## src/rtl/fft_reg_pkg.sv

```systemverilog
//--------------------------------------------------------------------
// Post-processor register map
//--------------------------------------------------------------------

package fft_reg_pkg;

  // Byte address width of the register bus
  localparam int REG_ADDR_W = 4;

  // Register offsets
  localparam logic [REG_ADDR_W-1:0] REG_CTRL_ADDR = 4'h0;
  localparam logic [REG_ADDR_W-1:0] REG_MODE_ADDR = 4'h4;

  // Returned for any unmapped read
  localparam logic [31:0] REG_BAD_READ = 32'h0BAD_C0DE;

  // Output mode, value 3 is kept in the register and behaves as complex
  typedef enum logic [1:0] {
    MODE_COMPLEX = 2'd0,
    MODE_MAG     = 2'd1,
    MODE_MAG_SQ  = 2'd2
  } out_mode_t;

  localparam logic [1:0] AXIL_RESP_OKAY = 2'b00;

  // Values after reset
  localparam logic      CTRL_RESET = 1'b0;
  localparam out_mode_t MODE_RESET = MODE_COMPLEX;

endpackage

```

## src/rtl/fft_dsp_pkg.sv

```systemverilog
//--------------------------------------------------------------------
// Post-processor sample formats
//--------------------------------------------------------------------

package fft_dsp_pkg;

  localparam int SAMPLE_W = 16;
  localparam int WORD_W   = 32;

  // Complex sample, real part in the upper half
  typedef struct packed {
    logic signed [SAMPLE_W-1:0] re;
    logic signed [SAMPLE_W-1:0] im;
  } iq_t;

  // One stream word, read either as a complex sample or as a power value
  typedef union packed {
    iq_t               iq;
    logic [WORD_W-1:0] power;
  } sample_word_t;

  //------------------------------------------------------------------
  // Rounding of power words down to 16 bits
  //------------------------------------------------------------------

  // Bits dropped by the rounding stage
  localparam int ROUND_SHIFT = 15;

  // Added before the shift for round half up
  localparam logic [WORD_W-1:0] ROUND_HALF = 32'd1 << (ROUND_SHIFT - 1);

  // Largest positive 16-bit result
  localparam logic [SAMPLE_W-1:0] OUT_MAX = 16'd32767;

endpackage

```

## src/rtl/fft_regs.sv

```systemverilog
//--------------------------------------------------------------------
// AXI4-Lite control registers
//--------------------------------------------------------------------

module fft_regs
  import fft_reg_pkg::*;
#(
  parameter int EN_MAG_APPROX = 1,
  parameter int EN_MAG_SQ     = 1
) (
  input  logic                  ce_clk,
  input  logic                  i_rst,
  // Write address
  input  logic [REG_ADDR_W-1:0] i_awaddr,
  input  logic                  i_awvalid,
  output logic                  o_awready,
  // Write data
  input  logic [31:0]           i_wdata,
  input  logic                  i_wvalid,
  output logic                  o_wready,
  // Write response
  output logic [1:0]            o_bresp,
  output logic                  o_bvalid,
  input  logic                  i_bready,
  // Read address
  input  logic [REG_ADDR_W-1:0] i_araddr,
  input  logic                  i_arvalid,
  output logic                  o_arready,
  // Read data
  output logic [31:0]           o_rdata,
  output logic [1:0]            o_rresp,
  output logic                  o_rvalid,
  input  logic                  i_rready,
  // To the datapath
  output logic                  o_soft_rst,
  output out_mode_t             o_mode
);

  logic                  aw_held;
  logic                  w_held;
  logic [REG_ADDR_W-1:0] aw_addr_q;
  logic [31:0]           w_data_q;
  logic                  aw_hs;
  logic                  w_hs;
  logic                  ar_hs;
  logic                  wr_go;
  logic [REG_ADDR_W-1:0] wr_addr;
  logic [31:0]           wr_data;
  logic [31:0]           rd_mux;

  // Magnitude kinds that are not built fall back to complex
  function automatic out_mode_t legal_mode(input logic [1:0] val);
    out_mode_t m;
    m = out_mode_t'(val);
    if (m == MODE_MAG && EN_MAG_APPROX == 0) begin
      m = MODE_COMPLEX;
    end
    if (m == MODE_MAG_SQ && EN_MAG_SQ == 0) begin
      m = MODE_COMPLEX;
    end
    return m;
  endfunction

  //------------------------------------------------------------------
  // Write path
  //------------------------------------------------------------------

  // Address and data are taken on their own, one of each may wait
  assign o_awready = !aw_held;
  assign o_wready  = !w_held;
  assign aw_hs     = i_awvalid && o_awready;
  assign w_hs      = i_wvalid && o_wready;

  assign wr_addr = aw_held ? aw_addr_q : i_awaddr;
  assign wr_data = w_held ? w_data_q : i_wdata;

  // Commit once both halves are present and no response is pending
  assign wr_go = (aw_held || aw_hs) && (w_held || w_hs) && !o_bvalid;

  assign o_bresp = AXIL_RESP_OKAY;

  always_ff @(posedge ce_clk) begin
    if (aw_hs) begin
      aw_addr_q <= i_awaddr;
    end
    if (w_hs) begin
      w_data_q <= i_wdata;
    end
  end

  always_ff @(posedge ce_clk) begin
    if (i_rst) begin
      aw_held    <= 1'b0;
      w_held     <= 1'b0;
      o_bvalid   <= 1'b0;
      o_soft_rst <= CTRL_RESET;
      o_mode     <= MODE_RESET;
    end else begin
      if (wr_go) begin
        aw_held <= 1'b0;
      end else if (aw_hs) begin
        aw_held <= 1'b1;
      end
      if (wr_go) begin
        w_held <= 1'b0;
      end else if (w_hs) begin
        w_held <= 1'b1;
      end
      if (wr_go) begin
        o_bvalid <= 1'b1;
      end else if (i_bready) begin
        o_bvalid <= 1'b0;
      end
      if (wr_go && wr_addr == REG_CTRL_ADDR) begin
        o_soft_rst <= wr_data[0];
      end
      if (wr_go && wr_addr == REG_MODE_ADDR) begin
        o_mode <= legal_mode(wr_data[1:0]);
      end
    end
  end

  //------------------------------------------------------------------
  // Read path
  //------------------------------------------------------------------

  assign o_arready = !o_rvalid;
  assign ar_hs     = i_arvalid && o_arready;
  assign o_rresp   = AXIL_RESP_OKAY;

  always_comb begin
    case (i_araddr)
      REG_CTRL_ADDR: rd_mux = {31'd0, o_soft_rst};
      REG_MODE_ADDR: rd_mux = {30'd0, o_mode};
      default:       rd_mux = REG_BAD_READ;
    endcase
  end

  always_ff @(posedge ce_clk) begin
    if (ar_hs) begin
      o_rdata <= rd_mux;
    end
  end

  always_ff @(posedge ce_clk) begin
    if (i_rst) begin
      o_rvalid <= 1'b0;
    end else if (ar_hs) begin
      o_rvalid <= 1'b1;
    end else if (i_rready) begin
      o_rvalid <= 1'b0;
    end
  end

  // Response stays up until the master takes it
  a_bvalid_hold: assert property (@(posedge ce_clk) disable iff (i_rst)
    o_bvalid && !i_bready |=> o_bvalid);

endmodule

```

## src/rtl/fft_frame_mode.sv

```systemverilog
//--------------------------------------------------------------------
// Frame-aligned output mode capture
//--------------------------------------------------------------------

module fft_frame_mode
  import fft_reg_pkg::*, fft_dsp_pkg::*;
(
  input  logic         ce_clk,
  input  logic         i_rst,
  input  logic         i_soft_rst,
  input  out_mode_t    i_mode,
  input  sample_word_t i_tdata,
  input  logic         i_tlast,
  input  logic         i_tvalid,
  output logic         o_tready,
  output sample_word_t o_tdata,
  output logic         o_tlast,
  output logic         o_tvalid,
  output out_mode_t    o_mode_tag,
  input  logic         i_tready
);

  logic      at_start;
  out_mode_t frame_mode;
  logic      in_hs;
  logic      out_hs;
  logic      out_open;
  out_mode_t out_tag;

  assign o_tready = !i_soft_rst && (!o_tvalid || i_tready);
  assign in_hs    = i_tvalid && o_tready;
  assign out_hs   = o_tvalid && i_tready;

  // Mode is sampled on the first beat of every frame
  always_ff @(posedge ce_clk) begin
    if (i_rst || i_soft_rst) begin
      at_start   <= 1'b1;
      frame_mode <= MODE_RESET;
      o_tvalid   <= 1'b0;
    end else begin
      if (in_hs) begin
        at_start <= i_tlast;
        if (at_start) begin
          frame_mode <= i_mode;
        end
      end
      if (in_hs) begin
        o_tvalid <= 1'b1;
      end else if (out_hs) begin
        o_tvalid <= 1'b0;
      end
    end
  end

  always_ff @(posedge ce_clk) begin
    if (in_hs) begin
      o_tdata    <= i_tdata;
      o_tlast    <= i_tlast;
      o_mode_tag <= at_start ? i_mode : frame_mode;
    end
  end

  // Output side history of the frame in progress
  always_ff @(posedge ce_clk) begin
    if (i_rst || i_soft_rst) begin
      out_open <= 1'b0;
    end else if (out_hs) begin
      out_open <= !o_tlast;
    end
  end

  always_ff @(posedge ce_clk) begin
    if (out_hs) begin
      out_tag <= o_mode_tag;
    end
  end

  a_tag_steady: assert property (@(posedge ce_clk) disable iff (i_rst || i_soft_rst)
    o_tvalid && out_open |-> o_mode_tag == out_tag);

endmodule

```

## src/rtl/fft_mag_unit.sv

```systemverilog
//--------------------------------------------------------------------
// Magnitude and power pipeline
//--------------------------------------------------------------------

module fft_mag_unit
  import fft_reg_pkg::*, fft_dsp_pkg::*;
#(
  parameter int EN_MAG_APPROX = 1,
  parameter int EN_MAG_SQ     = 1
) (
  input  logic         ce_clk,
  input  logic         i_rst,
  input  logic         i_soft_rst,
  input  sample_word_t i_tdata,
  input  logic         i_tlast,
  input  logic         i_tvalid,
  output logic         o_tready,
  input  out_mode_t    i_mode_tag,
  output sample_word_t o_tdata,
  output logic         o_tlast,
  output logic         o_tvalid,
  output logic         o_is_power,
  input  logic         i_tready
);

  logic                s1_valid;
  logic                s1_last;
  sample_word_t        s1_word;
  out_mode_t           s1_mode;
  logic [SAMPLE_W-1:0] s1_abs_re;
  logic [SAMPLE_W-1:0] s1_abs_im;
  logic [WORD_W-1:0]   s1_sq_re;
  logic [WORD_W-1:0]   s1_sq_im;
  logic                s1_ready;
  logic                s1_load;
  logic                s2_load;
  logic [SAMPLE_W-1:0] abs_re;
  logic [SAMPLE_W-1:0] abs_im;
  logic [SAMPLE_W-1:0] mag_max;
  logic [SAMPLE_W-1:0] mag_min;
  logic [SAMPLE_W:0]   mag_sum;
  logic [SAMPLE_W-1:0] mag_sat;
  logic [WORD_W-1:0]   sq_sum;
  sample_word_t        result;
  logic                result_power;

  assign s1_ready = !o_tvalid || i_tready;
  assign o_tready = !i_soft_rst && (!s1_valid || s1_ready);
  assign s1_load  = i_tvalid && o_tready;
  assign s2_load  = s1_valid && s1_ready;

  // -32768 maps to 0x8000, which is correct as unsigned
  assign abs_re = i_tdata.iq.re[SAMPLE_W-1] ? -i_tdata.iq.re : i_tdata.iq.re;
  assign abs_im = i_tdata.iq.im[SAMPLE_W-1] ? -i_tdata.iq.im : i_tdata.iq.im;

  always_ff @(posedge ce_clk) begin
    if (i_rst || i_soft_rst) begin
      s1_valid <= 1'b0;
      o_tvalid <= 1'b0;
    end else begin
      if (s1_load) begin
        s1_valid <= 1'b1;
      end else if (s2_load) begin
        s1_valid <= 1'b0;
      end
      if (s2_load) begin
        o_tvalid <= 1'b1;
      end else if (i_tready) begin
        o_tvalid <= 1'b0;
      end
    end
  end

  //------------------------------------------------------------------
  // Stage one, absolute values and squares
  //------------------------------------------------------------------

  always_ff @(posedge ce_clk) begin
    if (s1_load) begin
      s1_last   <= i_tlast;
      s1_word   <= i_tdata;
      s1_mode   <= i_mode_tag;
      s1_abs_re <= abs_re;
      s1_abs_im <= abs_im;
      s1_sq_re  <= WORD_W'(abs_re) * WORD_W'(abs_re);
      s1_sq_im  <= WORD_W'(abs_im) * WORD_W'(abs_im);
    end
  end

  //------------------------------------------------------------------
  // Stage two, result by mode
  //------------------------------------------------------------------

  always_comb begin
    mag_max = (s1_abs_re > s1_abs_im) ? s1_abs_re : s1_abs_im;
    mag_min = (s1_abs_re > s1_abs_im) ? s1_abs_im : s1_abs_re;
    // max + min/2 approximation
    mag_sum = {1'b0, mag_max} + {2'b00, mag_min[SAMPLE_W-1:1]};
    mag_sat = (mag_sum > {1'b0, OUT_MAX}) ? OUT_MAX : mag_sum[SAMPLE_W-1:0];
    sq_sum  = s1_sq_re + s1_sq_im;

    result       = s1_word;
    result_power = 1'b0;
    if (s1_mode == MODE_MAG && EN_MAG_APPROX != 0) begin
      // Scaled up so the rounding stage returns it unchanged
      result.power = WORD_W'(mag_sat) << ROUND_SHIFT;
      result_power = 1'b1;
    end else if (s1_mode == MODE_MAG_SQ && EN_MAG_SQ != 0) begin
      result.power = sq_sum;
      result_power = 1'b1;
    end
  end

  always_ff @(posedge ce_clk) begin
    if (s2_load) begin
      o_tdata    <= result;
      o_tlast    <= s1_last;
      o_is_power <= result_power;
    end
  end

endmodule

```

## src/rtl/fft_round_clip.sv

```systemverilog
//--------------------------------------------------------------------
// Round and clip of power words
//--------------------------------------------------------------------

module fft_round_clip
  import fft_dsp_pkg::*;
(
  input  logic         ce_clk,
  input  logic         i_rst,
  input  logic         i_soft_rst,
  input  sample_word_t i_tdata,
  input  logic         i_tlast,
  input  logic         i_tvalid,
  output logic         o_tready,
  input  logic         i_is_power,
  output sample_word_t o_tdata,
  output logic         o_tlast,
  output logic         o_tvalid,
  input  logic         i_tready
);

  logic [WORD_W:0]             rnd_sum;
  logic [WORD_W-ROUND_SHIFT:0] rnd_val;
  logic [SAMPLE_W-1:0]         clip_val;
  sample_word_t                rc_word;
  logic                        in_hs;

  assign o_tready = !i_soft_rst && (!o_tvalid || i_tready);
  assign in_hs    = i_tvalid && o_tready;

  // One extra bit keeps the carry of the rounding add
  always_comb begin
    rnd_sum  = {1'b0, i_tdata.power} + {1'b0, ROUND_HALF};
    rnd_val  = rnd_sum[WORD_W:ROUND_SHIFT];
    clip_val = (rnd_val > OUT_MAX) ? OUT_MAX : rnd_val[SAMPLE_W-1:0];
    if (i_is_power) begin
      rc_word.power = {clip_val, {SAMPLE_W{1'b0}}};
    end else begin
      rc_word = i_tdata;
    end
  end

  always_ff @(posedge ce_clk) begin
    if (i_rst || i_soft_rst) begin
      o_tvalid <= 1'b0;
    end else if (in_hs) begin
      o_tvalid <= 1'b1;
    end else if (i_tready) begin
      o_tvalid <= 1'b0;
    end
  end

  always_ff @(posedge ce_clk) begin
    if (in_hs) begin
      o_tdata <= rc_word;
      o_tlast <= i_tlast;
    end
  end

  // A stalled output beat must not move
  a_out_stable: assert property (@(posedge ce_clk) disable iff (i_rst || i_soft_rst)
    o_tvalid && !i_tready |=> o_tvalid && $stable(o_tdata) && $stable(o_tlast));

endmodule

```

## src/rtl/fft_postproc.sv

```systemverilog
//--------------------------------------------------------------------
// Spectrum post-processor top level
//--------------------------------------------------------------------

module fft_postproc
  import fft_reg_pkg::*, fft_dsp_pkg::*;
#(
  parameter int EN_MAG_APPROX = 1,
  parameter int EN_MAG_SQ     = 1
) (
  input  logic                  ce_clk,
  input  logic                  i_rst,
  // AXI4-Lite register bus
  input  logic [REG_ADDR_W-1:0] i_awaddr,
  input  logic                  i_awvalid,
  output logic                  o_awready,
  input  logic [31:0]           i_wdata,
  input  logic                  i_wvalid,
  output logic                  o_wready,
  output logic [1:0]            o_bresp,
  output logic                  o_bvalid,
  input  logic                  i_bready,
  input  logic [REG_ADDR_W-1:0] i_araddr,
  input  logic                  i_arvalid,
  output logic                  o_arready,
  output logic [31:0]           o_rdata,
  output logic [1:0]            o_rresp,
  output logic                  o_rvalid,
  input  logic                  i_rready,
  // Sample stream in
  input  logic [WORD_W-1:0]     i_s_tdata,
  input  logic                  i_s_tlast,
  input  logic                  i_s_tvalid,
  output logic                  o_s_tready,
  // Sample stream out
  output logic [WORD_W-1:0]     o_m_tdata,
  output logic                  o_m_tlast,
  output logic                  o_m_tvalid,
  input  logic                  i_m_tready
);

  logic         soft_rst;
  out_mode_t    mode;

  // Frame mode stage to magnitude unit
  sample_word_t fm_tdata;
  logic         fm_tlast;
  logic         fm_tvalid;
  logic         fm_tready;
  out_mode_t    fm_tag;

  // Magnitude unit to rounding stage
  sample_word_t mu_tdata;
  logic         mu_tlast;
  logic         mu_tvalid;
  logic         mu_tready;
  logic         mu_is_power;

  sample_word_t rc_tdata;

  fft_regs #(
    .EN_MAG_APPROX (EN_MAG_APPROX),
    .EN_MAG_SQ     (EN_MAG_SQ)
  ) u_regs (
    .ce_clk     (ce_clk),
    .i_rst      (i_rst),
    .i_awaddr   (i_awaddr),
    .i_awvalid  (i_awvalid),
    .o_awready  (o_awready),
    .i_wdata    (i_wdata),
    .i_wvalid   (i_wvalid),
    .o_wready   (o_wready),
    .o_bresp    (o_bresp),
    .o_bvalid   (o_bvalid),
    .i_bready   (i_bready),
    .i_araddr   (i_araddr),
    .i_arvalid  (i_arvalid),
    .o_arready  (o_arready),
    .o_rdata    (o_rdata),
    .o_rresp    (o_rresp),
    .o_rvalid   (o_rvalid),
    .i_rready   (i_rready),
    .o_soft_rst (soft_rst),
    .o_mode     (mode)
  );

  fft_frame_mode u_frame_mode (
    .ce_clk     (ce_clk),
    .i_rst      (i_rst),
    .i_soft_rst (soft_rst),
    .i_mode     (mode),
    .i_tdata    (i_s_tdata),
    .i_tlast    (i_s_tlast),
    .i_tvalid   (i_s_tvalid),
    .o_tready   (o_s_tready),
    .o_tdata    (fm_tdata),
    .o_tlast    (fm_tlast),
    .o_tvalid   (fm_tvalid),
    .o_mode_tag (fm_tag),
    .i_tready   (fm_tready)
  );

  fft_mag_unit #(
    .EN_MAG_APPROX (EN_MAG_APPROX),
    .EN_MAG_SQ     (EN_MAG_SQ)
  ) u_mag_unit (
    .ce_clk     (ce_clk),
    .i_rst      (i_rst),
    .i_soft_rst (soft_rst),
    .i_tdata    (fm_tdata),
    .i_tlast    (fm_tlast),
    .i_tvalid   (fm_tvalid),
    .o_tready   (fm_tready),
    .i_mode_tag (fm_tag),
    .o_tdata    (mu_tdata),
    .o_tlast    (mu_tlast),
    .o_tvalid   (mu_tvalid),
    .o_is_power (mu_is_power),
    .i_tready   (mu_tready)
  );

  fft_round_clip u_round_clip (
    .ce_clk     (ce_clk),
    .i_rst      (i_rst),
    .i_soft_rst (soft_rst),
    .i_tdata    (mu_tdata),
    .i_tlast    (mu_tlast),
    .i_tvalid   (mu_tvalid),
    .o_tready   (mu_tready),
    .i_is_power (mu_is_power),
    .o_tdata    (rc_tdata),
    .o_tlast    (o_m_tlast),
    .o_tvalid   (o_m_tvalid),
    .i_tready   (i_m_tready)
  );

  assign o_m_tdata = rc_tdata;

endmodule

```

## config.mk

```make
export PLATFORM = sky130hd
export DESIGN_NAME = fft_postproc
export DESIGN_NICKNAME = d
export VERILOG_FILES = /design/src/rtl/fft_reg_pkg.sv /design/src/rtl/fft_dsp_pkg.sv /design/src/rtl/fft_regs.sv /design/src/rtl/fft_frame_mode.sv /design/src/rtl/fft_mag_unit.sv /design/src/rtl/fft_round_clip.sv /design/src/rtl/fft_postproc.sv
export SDC_FILE = /design/constraint.sdc
export NUM_CORES = 1
export LEC_CHECK = 0
export BUFFER_PORTS_ARGS = -buffer_cell sky130_fd_sc_hd__buf_2
export CORE_MARGIN = 5
export CORE_UTILIZATION = 60
export DETAILED_ROUTE_END_ITERATION = 12
export MAX_ROUTING_LAYER = met4
export PLACE_DENSITY = 0.79
export RECOVER_POWER = 50
export SLEW_MARGIN = 20
export SYNTH_ARGS = -nofsm -noshare
export SYNTH_HDL_FRONTEND = slang
export SYNTH_SLANG_ARGS = --single-unit
```

## constraint.sdc

```tcl
create_clock -name ce_clk -period 31.4 [get_ports ce_clk]
set_input_delay 4.71 -clock ce_clk [delete_from_list [all_inputs] [get_ports ce_clk]]
set_output_delay 4.71 -clock ce_clk [all_outputs]
set_load 0.03 [all_outputs]
```

==> impl_metrics.ini <==
[synthesis]
synth.most_common_cell = inv_1
synth.avg_cell_area_um2 = 10.1
synth_area_um2 = 26400
ys_async_sr_fraction_pct = 0
synth.cells.most_frequent = inv_1 (518), fa_1 (328), ha_1 (256)
synth_edf_count = 236
yosysSeqAreaShare_pct = 27.9
ys_seq_elements = 250
synth_flop_cell = edfxtp_1
synth_area_leaders = edfxtp_1 (27%), fa_1 (25%), ha_1 (12%)
synth.top_cell.area_share_pct = 26.8
synth_cells = 2613
synthDistinctLibCells = 83
synth_top_cell_by_area = edfxtp_1
ys.warnings.count = 0

[clock_tree]
root_buffer = clkbuf_16
max-clock-path-buffers = 3
postCtsHoldBufs = 0
cts_setup_buffers = 0
clock_latency_ps = 550
cts_tree = built
clock_sinks = 250
htreeDepth = 1
path_clk_slew_ps = 60
numCtsBuffers = 25
cts_resized = 0

[worst_hold_path]
min-delay-path-class = flop to flop

[final_layout]
nNetsFinal = 3400
drive_gt1_share_pct = 6.36
antenna_cells = 0
final_util_pct = 65.4
stdcell_count = 3338
area_growth_pct = 7.27

[floorplan]
num_rows = 76
coreArea_um2 = 43400
initial_core_util_pct = 60.9
die_w_um = 220
die_area_um2 = 48300
die_h_um = 220
ioPinCount = 158

[drt]
drt_wl_total_um = 61600
antenna_left = 0
wl_per_cell_um = 18.5
vias = 18900
routed_via_density = 5.67
drc = 0
drt_iter0_drc = 1683
dr.pass1.iters = 6

[timing]
setup_tns_ps = 0
slew_headroom_pct = -34.3
tightest_slew_ps = 2010
period_share_pct = 33.1
slew_viol_final = 108
max_freq_mhz = 96.2
rsz0062_at_grt = no
period_minus_slack_ps = 10400
clock_skew_ps = 29.4
finalSetupViolations = 0
hold_viol_final = 0

[setup_path]
cpMostUsedCell = buf_2
crit_path_cell_trace = buf_2 > nor2b_1 > o211ai_1 > inv_1 > a21oi_1 > buf_2
crit_path_max_fanout = 5
required_ps = 26690
path_buf_inv = 3
worst_setup_path_start_kind = primary input
arrival_ps = 5690
critPathMaxStageDelay_ps = 310
criticalPathCategory = primary input to primary output
crit_family = buffers and inverters
endpoint_kind = primary output
slowest_stage = nor2b_1

[global_routing]
grt_pass1_vias = 19800
gr-total-overflow = 0
antenna_found_initial = 0
grt_pass1_wl_um = 100000
grt_max_degree = 65
grt_use_total_pct = 26.9

[placement]
dp.cells = 3291
place.gp.congestion = 0.952
numPortBuffers = 108
place_hpwl_um = 49200

[flow_run]
maxCapViolCount = 4

[outcome]
violations = max-capacitance violations, max-slew violations
status = complete, but fails checks
[sequential cells by signal, summed over array words and instances, names as in the netlist, 2 cells and up]
| name | cells |
|---|---|
| u_regs.aw_addr_q | 4 |
| u_mag_unit.s1_sq_im | 31 |
| u_mag_unit.o_tdata | 32 |
| u_mag_unit.s1_abs_re | 15 |
| u_frame_mode.o_mode_tag | 2 |
| u_mag_unit.s1_sq_re | 31 |
| u_mag_unit.s1_mode | 2 |
| u_mag_unit.s1_abs_im | 15 |
| u_regs.o_mode | 2 |
| u_round_clip.o_tdata | 32 |
| u_mag_unit.s1_word | 30 |
| u_regs.w_data_q | 2 |
| u_regs.o_rdata | 3 |
| u_frame_mode.o_tdata | 32 |
| u_frame_mode.frame_mode | 2 |
[area by class of cell]
class,instances,area (µm²)
Fill cell,3391,15000
Inverter,533,2000
Tap cell,585,732
Clock buffer,30,654
Timing Repair Buffer,140,681
Sequential cell,250,7370
Clock inverter,16,180
Multi-Input combinational cell,1784,16700
[worst paths after layout]
kind,start,slack (ps),end,cells past startpoint
max reg2reg,u_frame_mode.o_tdata[0],21410,u_mag_unit.s1_sq_im[29],30
min,u_frame_mode.o_mode_tag[0],420,u_mag_unit.s1_mode[0],0
max,i_m_tready,21000,o_s_tready,6
min reg2reg,u_frame_mode.o_mode_tag[0],420,u_mag_unit.s1_mode[0],0
[logic make-up (layout without fill, tap and decap cells)]
| logic type | count (synthesis) | after routing | share of synthesized area (%) |
|---|---|---|---|
| adders and majority gates | 584 | 584 | 37.0 |
| buffers and inverters | 618 | 719 | 9.25 |
| other | 2 | 41 | 0.0284 |
| xor gates and xnor gates | 128 | 128 | 4.27 |
| muxes | 40 | 40 | 1.62 |
| AOI/OAI and AO/OA | 379 | 379 | 9.45 |
| DFF | 250 | 250 | 27.9 |
| and+or+nand+nor | 612 | 612 | 10.5 |
[metrics by stage]
stage	setup WS, ps	hold slack (ps)	area [µm²]
CTS	21020	418	28500
detailed placement	21020	405	27600
floorplan	17150	400	26600
finish	21000	417	28300
global route	20920	424	28300
global placement	21060	402	27600
[cell usage in the layout (no fill, tap or decap), types with 14 or more instances in the layout]
master	synthesis	final
inv_1	518	517
fa_1	328	328
ha_1	256	256
edfxtp_1	236	236
nand2_1	223	223
nor2_1	196	196
a21oi_1	107	107
o21ai_0	86	86
xnor2_1	86	85
buf_2	1	84
clkbuf_1	51	52
a21o_1	48	48
xor2_1	41	42
conb_1	2	41
nor2b_1	38	38
nor3_1	31	30
clkbuf_16	0	25
nand3_1	21	21
mux2i_1	20	20
mux2_2	19	17
and2_1	19	16
o211ai_1	15	15
nor4_1	14	15
nand2b_1	15	15
and3_1	15	15
dfxtp_1	14	14
[routing by layer]
layer	wire length, µm	GRT usage (%)
met3	4990	3.13
met1	24500	35.6
met2	30100	44.8
met5	0	-
met4	2020	7.28
Power is left out: the tool's default activity adds up to more than one toggle a clock period on the data nets, which glitch-free logic cannot reach.
